## src/cpu_pkg.sv

```systemverilog
package cpu_pkg;

    // ====================
    // Widths and constants
    // ====================
    localparam int DATA_WIDTH     = 8;
    localparam int ADDR_WIDTH     = 16;
    localparam int MAX_MICROSTEPS = 8;

    localparam logic [ADDR_WIDTH-1:0] RESET_VECTOR = 16'h0000; // First fetch address

    typedef logic [$clog2(MAX_MICROSTEPS)-1:0] microstep_t;

    // ====================
    // Encodings
    // ====================
    typedef enum logic [7:0] {
        NOP    = 8'h00,
        HLT    = 8'h01,
        LDI_A  = 8'h10,
        LDI_B  = 8'h11,
        LDI_C  = 8'h12,
        MOV_AB = 8'h20, // A to B
        MOV_BA = 8'h21,
        MOV_AC = 8'h22,
        MOV_CA = 8'h23,
        ADD_B  = 8'h30,
        ADD_C  = 8'h31,
        SUB_B  = 8'h32,
        SUB_C  = 8'h33,
        CMP_B  = 8'h34,
        INR_A  = 8'h35,
        DCR_A  = 8'h36,
        ANI    = 8'h40,
        ORI    = 8'h41,
        XRI    = 8'h42,
        SEC    = 8'h50,
        CLC    = 8'h51,
        JMP    = 8'h60,
        JZ     = 8'h61,
        JNZ    = 8'h62,
        JC     = 8'h63,
        JNC    = 8'h64,
        LDA    = 8'h70,
        STA    = 8'h71
    } opcode_t;

    typedef enum logic [3:0] {
        ALU_PASS,
        ALU_ADD,
        ALU_SUB,
        ALU_INR,
        ALU_DCR,
        ALU_AND,
        ALU_OR,
        ALU_XOR,
        ALU_UNDEF
    } alu_op_t;

    typedef enum logic [2:0] {
        S_RESET,
        S_LATCH_ADDR,
        S_READ_BYTE,
        S_CHK_MORE_BYTES,
        S_EXECUTE,
        S_HALT
    } state_t;

    typedef struct packed {
        logic zero;
        logic carry;
        logic negative;
    } status_t;

    typedef struct packed {
        logic    mem_read;
        logic    mem_write;
        logic    oe_a;
        logic    oe_b;
        logic    oe_c;
        logic    oe_temp_1;
        logic    oe_temp_2;
        logic    oe_alu;
        logic    oe_mdr;
        logic    load_a;
        logic    load_b;
        logic    load_c;
        logic    load_ir;
        logic    load_temp_1;
        logic    load_temp_2;
        logic    load_status;
        logic    load_sets_zn;   // Z and N from dbus, carry kept
        logic    alu_src2_c;
        logic    alu_src2_temp1;
        logic    set_carry;
        logic    clear_carry;
        logic    load_mar_pc;
        logic    load_mar_low;
        logic    load_mar_high;
        logic    pc_enable;
        logic    load_pc_low;
        logic    load_pc_high;
        logic    check_zero;
        logic    check_not_zero;
        logic    check_carry;
        logic    check_not_carry;
        logic    last_step;
        logic    halt;
        alu_op_t alu_op;
    } control_word_t;

    // Wishbone classic
    typedef struct packed {
        logic                  cyc;
        logic                  stb;
        logic                  we;
        logic [ADDR_WIDTH-1:0] adr;
        logic [DATA_WIDTH-1:0] dat_w;
    } wb_req_t;

    typedef struct packed {
        logic [DATA_WIDTH-1:0] dat_r;
        logic                  ack;
    } wb_rsp_t;

    // Operand bytes that follow the opcode
    function automatic logic [1:0] operand_bytes(input opcode_t op);
        case (op)
            LDI_A, LDI_B, LDI_C, ANI, ORI, XRI: return 2'd1;
            JMP, JZ, JNZ, JC, JNC, LDA, STA:     return 2'd2;
            default:                             return 2'd0;
        endcase
    endfunction

endpackage

```

## src/cpu_control.sv

```systemverilog
`timescale 1ns/1ps

module cpu_control import cpu_pkg::*; (
    input  logic                  clk,
    input  logic                  STATIC_RESET,
    input  logic [DATA_WIDTH-1:0] dbus,
    input  status_t               status,
    input  logic                  bus_done,
    output control_word_t         ctrl,
    output logic                  halted
);

    // ====================
    // Microcode ROM
    // ====================
    function automatic control_word_t rom_word(input opcode_t op, input microstep_t ms);
        control_word_t cw;
        cw = '0;
        cw.alu_op = ALU_UNDEF;
        case (op)
            NOP: cw.last_step = 1'b1;
            HLT: cw.halt = 1'b1;
            LDI_A, LDI_B, LDI_C: begin
                cw.oe_temp_1    = 1'b1;
                cw.load_a       = (op == LDI_A);
                cw.load_b       = (op == LDI_B);
                cw.load_c       = (op == LDI_C);
                cw.load_status  = 1'b1;
                cw.load_sets_zn = 1'b1;
                cw.last_step    = 1'b1;
            end
            MOV_AB, MOV_AC, MOV_BA, MOV_CA: begin
                cw.oe_a      = (op == MOV_AB) || (op == MOV_AC);
                cw.oe_b      = (op == MOV_BA);
                cw.oe_c      = (op == MOV_CA);
                cw.load_a    = (op == MOV_BA) || (op == MOV_CA);
                cw.load_b    = (op == MOV_AB);
                cw.load_c    = (op == MOV_AC);
                cw.last_step = 1'b1;
            end
            ADD_B, ADD_C, SUB_B, SUB_C, CMP_B, INR_A, DCR_A, ANI, ORI, XRI: begin
                // Operand select stays up on both steps
                cw.alu_src2_c     = (op == ADD_C) || (op == SUB_C);
                cw.alu_src2_temp1 = (op == ANI) || (op == ORI) || (op == XRI);
                if (ms == 3'd0) begin
                    case (op)
                        ADD_B, ADD_C:        cw.alu_op = ALU_ADD;
                        SUB_B, SUB_C, CMP_B: cw.alu_op = ALU_SUB;
                        INR_A:               cw.alu_op = ALU_INR;
                        DCR_A:               cw.alu_op = ALU_DCR;
                        ANI:                 cw.alu_op = ALU_AND;
                        ORI:                 cw.alu_op = ALU_OR;
                        default:             cw.alu_op = ALU_XOR;
                    endcase
                end else begin
                    cw.oe_alu      = (op != CMP_B); // Compare touches flags only
                    cw.load_a      = (op != CMP_B);
                    cw.load_status = 1'b1;
                    cw.last_step   = 1'b1;
                end
            end
            SEC, CLC: begin
                cw.set_carry   = (op == SEC);
                cw.clear_carry = (op == CLC);
                cw.load_status = 1'b1;
                cw.last_step   = 1'b1;
            end
            JMP, JZ, JNZ, JC, JNC: begin
                if (ms == 3'd0) begin
                    cw.oe_temp_1       = 1'b1;
                    cw.load_pc_low     = 1'b1;
                    cw.check_zero      = (op == JZ);
                    cw.check_not_zero  = (op == JNZ);
                    cw.check_carry     = (op == JC);
                    cw.check_not_carry = (op == JNC);
                end else begin
                    cw.oe_temp_2    = 1'b1;
                    cw.load_pc_high = 1'b1;
                    cw.last_step    = 1'b1;
                end
            end
            LDA, STA: begin
                case (ms)
                    3'd0: begin
                        cw.oe_temp_1    = 1'b1;
                        cw.load_mar_low = 1'b1;
                    end
                    3'd1: begin
                        cw.oe_temp_2     = 1'b1;
                        cw.load_mar_high = 1'b1;
                    end
                    default: begin
                        cw.mem_read     = (op == LDA);
                        cw.oe_mdr       = (op == LDA);
                        cw.load_a       = (op == LDA);
                        cw.load_status  = (op == LDA);
                        cw.load_sets_zn = (op == LDA);
                        cw.mem_write    = (op == STA);
                        cw.oe_a         = (op == STA);
                        cw.last_step    = 1'b1;
                    end
                endcase
            end
            default: cw.halt = 1'b1; // Unknown opcode stops the core
        endcase
        return cw;
    endfunction

    // ====================
    // State
    // ====================
    state_t        state, state_next;
    microstep_t    step, step_next;
    logic [1:0]    byte_cnt, byte_cnt_next;
    opcode_t       opcode;          // IR
    alu_op_t       alu_op_q;
    control_word_t rom_cw;
    logic          check_any;
    logic          check_pass;
    logic          bus_wait;

    always_ff @(posedge clk) begin
        if (STATIC_RESET) begin
            state    <= S_RESET;
            step     <= '0;
            byte_cnt <= '0;
            alu_op_q <= ALU_UNDEF;
        end else begin
            state    <= state_next;
            step     <= step_next;
            byte_cnt <= byte_cnt_next;
            if (state == S_EXECUTE && step == 3'd0)
                alu_op_q <= rom_cw.alu_op; // Held for the rest of the instruction
        end
    end

    always_ff @(posedge clk) begin
        if (ctrl.load_ir)
            opcode <= opcode_t'(dbus);
    end

    assign rom_cw    = rom_word(opcode, step);
    assign check_any = rom_cw.check_zero || rom_cw.check_not_zero ||
                       rom_cw.check_carry || rom_cw.check_not_carry;
    assign check_pass = (rom_cw.check_zero && status.zero) ||
                        (rom_cw.check_not_zero && !status.zero) ||
                        (rom_cw.check_carry && status.carry) ||
                        (rom_cw.check_not_carry && !status.carry);
    assign bus_wait  = (rom_cw.mem_read || rom_cw.mem_write) && !bus_done;

    // ====================
    // Next state and control word
    // ====================
    always_comb begin
        state_next    = state;
        step_next     = step;
        byte_cnt_next = byte_cnt;
        ctrl          = '0;
        ctrl.alu_op   = ALU_UNDEF;
        case (state)
            S_RESET: state_next = S_LATCH_ADDR;
            S_LATCH_ADDR: begin
                ctrl.load_mar_pc = 1'b1;
                state_next       = S_READ_BYTE;
            end
            S_READ_BYTE: begin
                ctrl.mem_read = 1'b1;
                ctrl.oe_mdr   = 1'b1;
                if (bus_done) begin // Byte lands on the ack edge
                    ctrl.pc_enable   = 1'b1;
                    ctrl.load_ir     = (byte_cnt == 2'd0);
                    ctrl.load_temp_1 = (byte_cnt == 2'd1);
                    ctrl.load_temp_2 = (byte_cnt == 2'd2);
                    byte_cnt_next    = byte_cnt + 2'd1;
                    state_next       = S_CHK_MORE_BYTES;
                end
            end
            S_CHK_MORE_BYTES: begin
                if (byte_cnt > operand_bytes(opcode)) begin
                    state_next    = S_EXECUTE;
                    byte_cnt_next = '0;
                end else begin
                    state_next = S_LATCH_ADDR;
                end
            end
            S_EXECUTE: begin
                ctrl = rom_cw;
                if (step != 3'd0)
                    ctrl.alu_op = alu_op_q;
                if (bus_wait) begin
                    // Memory steps only load A and flags
                    ctrl.load_a      = 1'b0;
                    ctrl.load_status = 1'b0;
                end else if (ctrl.halt) begin
                    state_next = S_HALT;
                    step_next  = '0;
                end else if (check_any && !check_pass) begin
                    ctrl.load_pc_low  = 1'b0; // Branch not taken
                    ctrl.load_pc_high = 1'b0;
                    state_next        = S_LATCH_ADDR;
                    step_next         = '0;
                end else if (ctrl.last_step) begin
                    state_next = S_LATCH_ADDR;
                    step_next  = '0;
                end else begin
                    step_next = step + 3'd1;
                end
            end
            default: ; // S_HALT holds until reset
        endcase
    end

    assign halted = (state == S_HALT);

endmodule

```

## src/register_file.sv

```systemverilog
`timescale 1ns/1ps

module register_file import cpu_pkg::*; (
    input  logic                  clk,
    input  logic                  STATIC_RESET,
    input  control_word_t         ctrl,
    input  logic [DATA_WIDTH-1:0] alu_result,
    input  logic [DATA_WIDTH-1:0] rdata,
    output logic [DATA_WIDTH-1:0] dbus,
    output logic [DATA_WIDTH-1:0] a,
    output logic [DATA_WIDTH-1:0] operand
);

    logic [DATA_WIDTH-1:0] reg_b, reg_c;
    logic [DATA_WIDTH-1:0] temp_1, temp_2;

    always_ff @(posedge clk) begin
        if (STATIC_RESET) begin
            a     <= '0;
            reg_b <= '0;
            reg_c <= '0;
        end else begin
            if (ctrl.load_a) a <= dbus;
            if (ctrl.load_b) reg_b <= dbus;
            if (ctrl.load_c) reg_c <= dbus;
        end
    end

    // Operand bytes from fetch
    always_ff @(posedge clk) begin
        if (ctrl.load_temp_1) temp_1 <= dbus;
        if (ctrl.load_temp_2) temp_2 <= dbus;
    end

    // Internal bus, one source at a time
    always_comb begin
        if (ctrl.oe_a)           dbus = a;
        else if (ctrl.oe_b)      dbus = reg_b;
        else if (ctrl.oe_c)      dbus = reg_c;
        else if (ctrl.oe_temp_1) dbus = temp_1;
        else if (ctrl.oe_temp_2) dbus = temp_2;
        else if (ctrl.oe_alu)    dbus = alu_result;
        else if (ctrl.oe_mdr)    dbus = rdata;
        else                     dbus = '0;
    end

    assign operand = ctrl.alu_src2_temp1 ? temp_1 :
                     ctrl.alu_src2_c     ? reg_c  : reg_b;

endmodule

```

## src/alu.sv

```systemverilog
`timescale 1ns/1ps

module alu import cpu_pkg::*; (
    input  logic                  clk,
    input  logic                  STATIC_RESET,
    input  control_word_t         ctrl,
    input  logic [DATA_WIDTH-1:0] a,
    input  logic [DATA_WIDTH-1:0] operand,
    input  logic [DATA_WIDTH-1:0] dbus,
    output logic [DATA_WIDTH-1:0] alu_result,
    output status_t               status
);

    logic [DATA_WIDTH:0] wide; // Top bit is carry or borrow

    always_comb begin
        case (ctrl.alu_op)
            ALU_ADD: wide = {1'b0, a} + {1'b0, operand};
            ALU_SUB: wide = {1'b0, a} - {1'b0, operand};
            ALU_INR: wide = {1'b0, a} + 1'b1;
            ALU_DCR: wide = {1'b0, a} - 1'b1;
            ALU_AND: wide = {1'b0, a & operand};
            ALU_OR:  wide = {1'b0, a | operand};
            ALU_XOR: wide = {1'b0, a ^ operand};
            default: wide = {1'b0, a}; // PASS and UNDEF
        endcase
    end

    assign alu_result = wide[DATA_WIDTH-1:0];

    // ====================
    // Status flags
    // ====================
    always_ff @(posedge clk) begin
        if (STATIC_RESET) begin
            status <= '0;
        end else if (ctrl.load_status) begin
            if (ctrl.set_carry || ctrl.clear_carry) begin
                status.carry <= ctrl.set_carry; // SEC and CLC
            end else if (ctrl.load_sets_zn) begin
                status.zero     <= (dbus == '0);
                status.negative <= dbus[DATA_WIDTH-1];
            end else begin
                status.zero     <= (alu_result == '0);
                status.negative <= alu_result[DATA_WIDTH-1];
                case (ctrl.alu_op)
                    ALU_ADD, ALU_SUB:         status.carry <= wide[DATA_WIDTH];
                    ALU_AND, ALU_OR, ALU_XOR: status.carry <= 1'b0;
                    default: ; // INR and DCR keep carry
                endcase
            end
        end
    end

endmodule

```

## src/address_unit.sv

```systemverilog
`timescale 1ns/1ps

module address_unit import cpu_pkg::*; (
    input  logic                  clk,
    input  logic                  STATIC_RESET,
    input  control_word_t         ctrl,
    input  logic [DATA_WIDTH-1:0] dbus,
    output logic [ADDR_WIDTH-1:0] adr
);

    logic [ADDR_WIDTH-1:0] pc;
    logic [ADDR_WIDTH-1:0] mar;

    // Program counter
    always_ff @(posedge clk) begin
        if (STATIC_RESET) begin
            pc <= RESET_VECTOR;
        end else begin
            if (ctrl.pc_enable)
                pc <= pc + 1'b1;
            if (ctrl.load_pc_low)
                pc[DATA_WIDTH-1:0] <= dbus;
            if (ctrl.load_pc_high)
                pc[ADDR_WIDTH-1:DATA_WIDTH] <= dbus;
        end
    end

    // MAR from PC or from operand bytes
    always_ff @(posedge clk) begin
        if (ctrl.load_mar_pc)
            mar <= pc;
        if (ctrl.load_mar_low)
            mar[DATA_WIDTH-1:0] <= dbus;
        if (ctrl.load_mar_high)
            mar[ADDR_WIDTH-1:DATA_WIDTH] <= dbus;
    end

    assign adr = mar;

endmodule

```

## src/wb_master.sv

```systemverilog
`timescale 1ns/1ps

module wb_master import cpu_pkg::*; (
    input  logic                  clk,
    input  logic                  STATIC_RESET,
    input  control_word_t         ctrl,
    input  logic [ADDR_WIDTH-1:0] adr,
    input  logic [DATA_WIDTH-1:0] dbus,
    input  wb_rsp_t               bus_in,
    output wb_req_t               bus_out,
    output logic [DATA_WIDTH-1:0] rdata,
    output logic                  bus_done
);

    logic                  cyc_q, we_q;
    logic                  cool; // Idle cycle after each ack
    logic                  start;
    logic [ADDR_WIDTH-1:0] adr_q;
    logic [DATA_WIDTH-1:0] dat_q;
    logic [DATA_WIDTH-1:0] rdata_q;

    assign start    = !cyc_q && !cool && (ctrl.mem_read || ctrl.mem_write);
    assign bus_done = cyc_q && bus_in.ack;

    always_ff @(posedge clk) begin
        if (STATIC_RESET) begin
            cyc_q <= 1'b0;
            we_q  <= 1'b0;
            cool  <= 1'b0;
        end else begin
            cool <= bus_done;
            if (bus_done) begin
                cyc_q <= 1'b0;
                we_q  <= 1'b0;
            end else if (start) begin
                cyc_q <= 1'b1;
                we_q  <= ctrl.mem_write;
            end
        end
    end

    // Request payload held until ack
    always_ff @(posedge clk) begin
        if (start) begin
            adr_q <= adr;
            dat_q <= dbus;
        end
        if (bus_done)
            rdata_q <= bus_in.dat_r;
    end

    // Read data is passed straight through on the ack cycle
    assign rdata   = bus_done ? bus_in.dat_r : rdata_q;
    assign bus_out = '{cyc: cyc_q, stb: cyc_q, we: we_q, adr: adr_q, dat_w: dat_q};

endmodule

```

## src/cpu_top.sv

```systemverilog
`timescale 1ns/1ps

module cpu_top import cpu_pkg::*; (
    input  logic    clk,
    input  logic    STATIC_RESET,
    input  wb_rsp_t bus_in,
    output wb_req_t bus_out,
    output logic    halted
);

    // ====================
    // Internal wiring
    // ====================
    control_word_t         ctrl;
    status_t               status;
    logic [DATA_WIDTH-1:0] dbus;
    logic [DATA_WIDTH-1:0] a;
    logic [DATA_WIDTH-1:0] operand;
    logic [DATA_WIDTH-1:0] alu_result;
    logic [DATA_WIDTH-1:0] rdata;
    logic [ADDR_WIDTH-1:0] adr;
    logic                  bus_done;

    cpu_control cpu_control_inst (
        .clk          (clk),
        .STATIC_RESET (STATIC_RESET),
        .dbus         (dbus),
        .status       (status),
        .bus_done     (bus_done),
        .ctrl         (ctrl),
        .halted       (halted)
    );

    register_file register_file_inst (
        .clk          (clk),
        .STATIC_RESET (STATIC_RESET),
        .ctrl         (ctrl),
        .alu_result   (alu_result),
        .rdata        (rdata),
        .dbus         (dbus),
        .a            (a),
        .operand      (operand)
    );

    alu alu_inst (
        .clk          (clk),
        .STATIC_RESET (STATIC_RESET),
        .ctrl         (ctrl),
        .a            (a),
        .operand      (operand),
        .dbus         (dbus),
        .alu_result   (alu_result),
        .status       (status)
    );

    address_unit address_unit_inst (
        .clk          (clk),
        .STATIC_RESET (STATIC_RESET),
        .ctrl         (ctrl),
        .dbus         (dbus),
        .adr          (adr)
    );

    wb_master wb_master_inst (
        .clk          (clk),
        .STATIC_RESET (STATIC_RESET),
        .ctrl         (ctrl),
        .adr          (adr),
        .dbus         (dbus),
        .bus_in       (bus_in),
        .bus_out      (bus_out),
        .rdata        (rdata),
        .bus_done     (bus_done)
    );

endmodule

```

## config.mk

```make
export PLATFORM = sky130hd
export DESIGN_NAME = cpu_top
export DESIGN_NICKNAME = d
export VERILOG_FILES = /design/src/cpu_pkg.sv /design/src/cpu_control.sv /design/src/register_file.sv /design/src/alu.sv /design/src/address_unit.sv /design/src/wb_master.sv /design/src/cpu_top.sv
export SDC_FILE = /design/constraint.sdc
export NUM_CORES = 1
export LEC_CHECK = 0
export BUFFER_PORTS_ARGS = -buffer_cell sky130_fd_sc_hd__buf_4
export CAP_MARGIN = 5
export CORE_MARGIN = 2
export CORE_UTILIZATION = 56
export DETAILED_ROUTE_END_ITERATION = 8
export GPL_TIMING_DRIVEN = 0
export PLACE_DENSITY = 0.74
export SLEW_MARGIN = 10
export SYNTH_ARGS = -nofsm -noshare
export SYNTH_HDL_FRONTEND = slang
export SYNTH_SLANG_ARGS = --single-unit
```

## constraint.sdc

```tcl
create_clock -name clk -period 4.56 [get_ports clk]
set_input_delay 0.228 -clock clk [delete_from_list [all_inputs] [get_ports clk]]
set_output_delay 0.228 -clock clk [all_outputs]
set_load 0.02 [all_outputs]
```

==> results of run 1 <==
logic make-up after synthesis:
group | Yosys count | share of synthesized area (%)
fa+ha+maj | 36 | 5.85
mux | 54 | 7.47
simple gates | 280 | 18.7
flops | 129 | 41.4
compound gates | 198 | 19.4
buf+inv | 77 | 4.60
xor+xnor | 23 | 2.59
state kept, by name, indices dropped and copies added, names as in the netlist, 4 cells and up:
name,cells
register_file_inst.a,8
register_file_inst.reg_b,8
register_file_inst.temp_2,8
address_unit_inst.pc,16
wb_master_inst.rdata_q,8
wb_master_inst.dat_q,8
wb_master_inst.adr_q,16
register_file_inst.reg_c,8
register_file_inst.temp_1,8
cpu_control_inst.alu_op_q,4
address_unit_inst.adr,16
cpu_control_inst.opcode,8
area by class of cell:
class	instances	area (sq um)	share of cell area, %
plain buffers	43	267	2.73
clock buffers	19	433	4.44
inverters	32	139	1.42
multi-input cells	592	4580	47.0
flip-flops and latches	129	3220	33.0
well taps	180	225	2.31
clock inverters	13	233	2.39
repair buffers	79	654	6.71
Yosys cell counts, types with 4 or more instances:
cell / instances
xor2_1: 11
xnor2_1: 12
nand2_1: 55
dfxtp_1: 65
o221ai_1: 6
a22oi_1: 6
nor3_1: 7
nor2b_1: 10
or3_1: 5
a221oi_1: 7
buf_2: 13
a211oi_1: 25
or2_2: 4
nor2_1: 107
and2_1: 9
nand4_1: 7
o21ai_0: 15
mux2i_1: 33
ha_1: 34
a21oi_1: 41
a32oi_1: 4
o22ai_1: 6
a31oi_1: 10
inv_1: 32
o21ai_1: 8
o211a_1: 4
and3_1: 12
mux2_2: 19
nand3_1: 14
clkbuf_1: 21
o211ai_1: 6
a21o_1: 6
nand2b_1: 13
edfxtp_1: 64
buf_4: 8
critical path: stages, from the launching register on:
cell        delay, ns
edfxtp_1         0.41
buf_6            0.14
or4b_4           0.57
nor3_4           0.35
buf_6            0.18
buf_4            0.11
a21oi_2          0.06
buf_4            0.15
ha_4             0.24
a311oi_4         0.23
ha_1             0.28
nor2b_4          0.13
o31a_1           0.27
o21ai_2          0.12
nand2b_1         0.09
xor2_1           0.17
a211oi_2         0.27
a211o_1          0.21
o211a_4          0.22
clkinvlp_4       0.19
o211a_1          0.26
placed cells by master, fill, tap and decap left out, drive strengths merged, types with 4 or more instances in the layout:
master  synthesis  final
o211ai          7      7
a21oi          43     43
mux2           20     20
a21o            6      6
nor4b           4      4
edfxtp         64     64
nand2b         13     13
nor2b          10     10
o221ai          6      6
o22ai           7      7
clkbuf         21     38
o211a           4      4
nor2          109    109
clkinv          0      4
a211oi         29     29
nor3           10     10
nand3          14     14
nor3b           4      4
ha             34     34
buf            24    103
bufinv          0      6
nand4           9      9
nand2          57     57
a22oi           6      6
o21ai          25     26
inv            32     33
and2            9      9
a32oi           4      4
or3             5      5
xnor2          12     12
dfxtp          65     65
and3           12     12
mux2i          34     34
o31ai           4      4
or2             6      6
xor2           11     11
a221oi          8      8
a31oi          10     10
timing repair:
| item | 4_1_cts | 5_1_grt |
|---|---|---|
| resized for setup | 48 | 59 |
| pin swaps | 25 | 32 |
| buffers inserted | 30 | 12 |
| hold buffers | 0 | 0 |
| cloned | 1 | 0 |
| setup endpoints to repair | 68 | 63 |
per-stage QoR:
stage          hold WS [ns]  cells  worst slack [ns]
5_1_grt              0.0515   1087            -0.424
4_1_cts              0.0559   1077            -0.178
3_3_place_gp          0.402   1014             -1.05
3_5_place_dp          0.406   1016             -1.13
6_report             0.0610   1087            -0.187
2_1_floorplan         0.390    797           0.00282
worst max-delay path by stage:
stage                                           from                        to  slack (ns)  cells past startpoint
after CTS                 cpu_control_inst.opcode[5]        alu_inst.status[2]       -0.18                     20
after global placement    cpu_control_inst.opcode[5]   address_unit_inst.pc[4]       -1.05                     20
after detailed placement  cpu_control_inst.opcode[5]  address_unit_inst.adr[3]       -1.13                     20
final                     cpu_control_inst.opcode[5]   address_unit_inst.pc[5]       -0.19                     20
after floorplan           cpu_control_inst.opcode[5]        alu_inst.status[2]       0.003                     21
after global routing      cpu_control_inst.opcode[5]   address_unit_inst.pc[5]       -0.42                     21
per-layer routing:
layer | vias to the layer above | global-route usage, %
met5 | - | 0
li1 | 3152 | -
met1 | 3393 | 42.2
met2 | 365 | 51.3
met4 | 0 | 11.3
met3 | 57 | 7.72
report_power, final:
group | internal (mW) | total, mW | switching [mW] | leakage (nW)
Combinational | 0.294 | 0.769 | 0.475 | 2.30
Clock | 1.03 | 1.54 | 0.512 | 0.322
Sequential | 1.42 | 1.49 | 0.0697 | 1.13
==> reports/metrics.cfg, run 1 <==
[detailed_routing]
top_layer=met4
postRouteAntennaNets=0
post_drt_via_cell_ratio=6.41
wl_mm=23.6
met1_length_mm=9.36
met2WireLength_mm=11.4
via_count=6967
wl_per_cell_um=21.7
routed-wl-met3_mm=2.29
drc=2
drtPass1Iterations=7
drtIter0Drc=801

[timing]
rsz0062_at_grt=true
hold_violations=0
setup_slack_ns=-0.187
skew_ns=0.0108
fin_crit_ns=4.75
drv_slew=0
fmax_mhz=211
relSlewSlack_pct=19.3
setup_viol=39
tns_ns=-3.29
worstMarginPinSlew_ns=1.20
period_share_pct=104

[global_routing]
grt_pass1_wl_mm=36.0
grt-ovfl-total=0
grt_pass1_vias=6671
grt_max_degree=17
grt_antenna_before_repair=0
grtUsageTotal_pct=32.0

[die]
die_x_um=122
dieArea_sq_um=14900
die_h_um=122
boundaryPins=39
core_sq_um=13700
start_util_pct=56.7
rows=43

[place]
place_area_sq_um=8340
dp.final_hpwl_mm=15.7
port-buffer-count=37
place.gp.congestion=0.960

[final_layout]
fin_nets=940
fin_util_pct=71.1
fill_cells=990
fin_area_sq_um=9750
drive_above_1_share_pct=27.7
antenna_cells=0
syn2layout_area_growth_pct=25.3

[cts]
cts_tree=built
path_clk_slew_ns=0.06
cts-htree-levels=4
cts-root-buf=clkbuf_16
clock_sinks=129
numCtsBuffers=17
clk_latency_ns=0.42
clk_path_buf_depth=2

[synthesis]
yosysWarningCount=0
synthTopCellsByArea=edfxtp_1 (25%), dfxtp_1 (17%), ha_1 (5.5%)
postSynthCellCount=797
synth_ff_type=dfxtp_1
synth_async_sr_flop_share_pct=0
synth_enable_flop_cells=64
yosysSeqAreaShare_pct=41.4
synth_top_cell_by_area=edfxtp_1
synth.distinct_cells=98
syn_area_sq_um=7780
syn_avg_cell_area_sq_um=9.77
yosys_register_bits=129
synth_top_area_share_pct=24.7
synth_nets=843

[worst_setup_path]
criticalPathCategory=reg -> reg
reg2regPathDepth=20
required_ns=4.88
r2r_setup_slack_ns=-0.19
r2r-start=cpu_control_inst.opcode[5]
arrival_ns=5.06
worstSetupEndpointType=register
crit_fanout=5
timing.rr.end=address_unit_inst.pc[5]
worstSetupStartpointType=register

[pwr]
p_per_area_nw_per_um2=390
ir_worst_vdd_mv=0.284
total_power_mw=3.80
power.leakage_nw=3.75

[min_path]
hold_start=bus_in[3]
whs_path_depth=2
hold_path_end=wb_master_inst.rdata_q[2]
hold_class=in -> reg

[status]
run_status=finished, violations left
violations=design-rule violations, negative setup slack

[job]
cap_violations=0

Note: power is estimated with default switching activity, not from simulation.
==> run 2, diff against run 1 <==
--- a/config.mk
+++ b/config.mk
@@ -5,13 +5,13 @@
 export SDC_FILE = /design/constraint.sdc
 export NUM_CORES = 1
 export LEC_CHECK = 0
-export BUFFER_PORTS_ARGS = -buffer_cell sky130_fd_sc_hd__buf_4
 export CAP_MARGIN = 5
 export CORE_MARGIN = 2
-export CORE_UTILIZATION = 56
+export CORE_UTILIZATION = 58
 export DETAILED_ROUTE_END_ITERATION = 8
+export DONT_BUFFER_PORTS = 1
 export GPL_TIMING_DRIVEN = 0
-export PLACE_DENSITY = 0.74
+export PLACE_DENSITY = 0.73
 export SLEW_MARGIN = 10
 export SYNTH_ARGS = -nofsm -noshare
 export SYNTH_HDL_FRONTEND = slang
==> run 2 against run 1 <==
- the run ends with negative setup slack left
- utilization rose by 1.8 points
- worst hold slack got worse by 0.048 ns
- clock power fell by 3%
- clock skew fell by 0.0041 ns
- cell count fell by 1.8%
- highest routed layer unchanged
- maximum frequency fell by 1.6%
- critical path depth fell by 1
- die area fell by 3.3%
- combinational power fell by 14%
- first-iteration DRC count rose by 13%
- sequential power rose by 5%
- largest power group is now sequential cells
- critical endpoint unchanged
==> reports/metrics.cfg, run 2 (synthesized netlist as in run 1, its figures left out) <==
[cts]
clock_sinks=129  ; unchanged
cts-htree-levels=4  ; unchanged
numCtsBuffers=17  ; unchanged
path_clk_slew_ns=0.06  ; about the same
cts_tree=built
clk_latency_ns=0.42  ; about the same
cts-root-buf=clkbuf_16
clk_path_buf_depth=2  ; unchanged

[global_routing]
grt-ovfl-total=0  ; unchanged
grt_max_degree=17  ; unchanged
grtUsageTotal_pct=32.5  ; +0.51 points
grt_pass1_wl_mm=35.9  ; -0.31%
grt_antenna_before_repair=0  ; unchanged
grt_pass1_vias=6572  ; -1.5%

[place]
place.gp.congestion=0.957  ; -0.30%
dp.final_hpwl_mm=15.4  ; -2.2%
port-buffer-count=0  ; -100%

[final_layout]
fill_cells=908  ; -8.3%
fin_nets=924  ; -1.7%
antenna_cells=0  ; unchanged
multi_input_area_sq_um=4540  ; -0.90%
layout.cells.most_common=nor2_1
drive_above_1_share_pct=24.8  ; -2.9 points
register_area_sq_um=3220  ; unchanged
fin_util_pct=72.9  ; +1.8 points
syn2layout_area_growth_pct=23.6
layout_common_cells=nor2_1 (99), dfxtp_1 (65), edfxtp_1 (64)

[worst_setup_path]
cp_num_buf_inv=3  ; -2
crit_fanout=5  ; unchanged
cp_cell_sequence=buf_6 > or4b_4 > nor3_4 > buf_6 > nor2_4 > a21oi_4 > ha_4 > a311oi_4 > ha_1 > nor2b_4 > o31a_1 > o21ai_1 > nand2b_1 > xor2_2 > a211oi_2 > a211o_1 > o211a_4 > clkinvlp_4 > o211a_1
crit_top_cell=buf_6
arrival_ns=5.14  ; +0.08 ns
r2r_setup_slack_ns=-0.26  ; -0.08 ns
cpMaxStageDelayCell=or4b_4
path_depth=19  ; -5.0%
worstSetupStartpointType=register
criticalPathCategory=reg -> reg
required_ns=4.87  ; about the same
cp_top_family=compound AO/OA/AOI/OAI gates
cp_slowest_stage_delay_ns=0.56  ; about the same
worstSetupEndpointType=register
reg2regPathDepth=19  ; -5.0%

[detailed_routing]
wl_mm=23.6  ; about the same
drtPass1Iterations=6  ; -1
via_count=6993  ; +0.37%
wl_per_cell_um=22.1  ; +1.8%
postRouteAntennaNets=0  ; unchanged
drtIter0Drc=904  ; +13%
drc=0  ; -2
post_drt_via_cell_ratio=6.55  ; +2.3%

[timing]
drv_slew=0  ; unchanged
hold_violations=0  ; unchanged
rsz0062_at_grt=true
fin_crit_ns=4.82  ; +0.0772 ns
fmax_mhz=207  ; -1.6%
hold_slack_ns=0.0134  ; -0.0476 ns
skew_ns=0.00678  ; -0.00405 ns
period_share_pct=106  ; +1.7 points
setup_viol=38  ; -2.6%
setup_slack_ns=-0.264  ; -0.0772 ns
relSlewSlack_pct=22.7  ; +3.4 points
worstMarginPinSlew_ns=1.16  ; -0.0423 ns

[pwr]
p_per_area_nw_per_um2=387  ; -0.79%
ir_worst_vdd_mv=0.303  ; +6.9%
power.leakage_nw=3.64  ; -2.9%

[die]
dieArea_sq_um=14400  ; -3.3%
die_h_um=120  ; -1.7%
core_sq_um=13200  ; -3.9%
die_x_um=120  ; -1.7%
rows=42  ; -2.3%
start_util_pct=59.0  ; +2.3 points
boundaryPins=39  ; unchanged

[status]
run_status=finished, violations left
violations=negative setup slack

[min_path]
whs_path_depth=1  ; -1
hold_class=in -> reg

[job]
cap_violations=0  ; unchanged

-- run 2: cell count changes in the layout (fill, tap and decap cells not counted), moves of 2 or more --
cell | before | now
a21oi_2 | 14 | 8
buf_4 | 74 | 46
buf_6 | 19 | 21
clkinvlp_4 | 2 | 5
nor2_4 | 6 | 4
clkinv_4 | 2 | 0
a21oi_4 | 3 | 5
clkinv_2 | 2 | 0
a21oi_1 | 26 | 30
buf_8 | 0 | 3
a221oi_1 | 4 | 6
a221oi_2 | 4 | 2
dlygate4sd3_1 | 0 | 8
nor2_2 | 4 | 6
-- run 2: through the flow --
stage / instances / setup TNS (ns) / instance area (sq um) / total power, mW / worst slack, ns
3_5_place_dp: 975 / -41.00 / 8060 / 2.07 / -1.02
4_1_cts: 1045 / -2.69 / 9220 / 3.63 / -0.160
5_1_grt: 1067 / -13.22 / 9620 / 3.80 / -0.477
3_3_place_gp: 973 / -44.43 / 8040 / 2.03 / -1.00
2_1_floorplan: 797 / 0 / 7820 / 1.89 / 0.00282
6_report: 1067 / -4.17 / 9620 / 3.72 / -0.264
-- run 2: where the power goes --
part,internal [mW],switching [mW]
registers,1.43,0.131
clock network,0.974,0.525
logic,0.256,0.406
-- run 2: timing repair --
item                                    4_1_cts  5_1_grt
resized for setup                            46       57
hold buffers                                  8        0
cloned                                        1        0
buffers inserted                             31       23
hold endpoints to repair                      8        0
endpoints found under the setup margin       68       63
pin swaps                                    25       30
-- run 2: routing by layer --
layer / track usage (%) / share of wire, %
met4: 12.7 / 2.9
met2: 51.1 / 46
met3: 5.32 / 8.2
met5: 0 / 0
met1: 45.0 / 43
-- run 2: layout make-up --
cell class | instances | share of cell area (%)
multi-input cells | 591 | 47.2
well taps | 176 | 2.29
clock buffers | 20 | 4.54
repair buffers | 64 | 6.20
clock inverters | 12 | 2.15
inverters | 32 | 1.42
plain buffers | 43 | 2.72
flip-flops and latches | 129 | 33.5
-- run 2: path summary, 6_finish.rpt --
path / from / end
max: cpu_control_inst.opcode[5] / address_unit_inst.pc[5]
min: bus_in[6] / wb_master_inst.rdata_q[5]
max reg2reg: cpu_control_inst.opcode[5] / address_unit_inst.pc[5]
min reg2reg: address_unit_inst.adr[4] / wb_master_inst.adr_q[4]
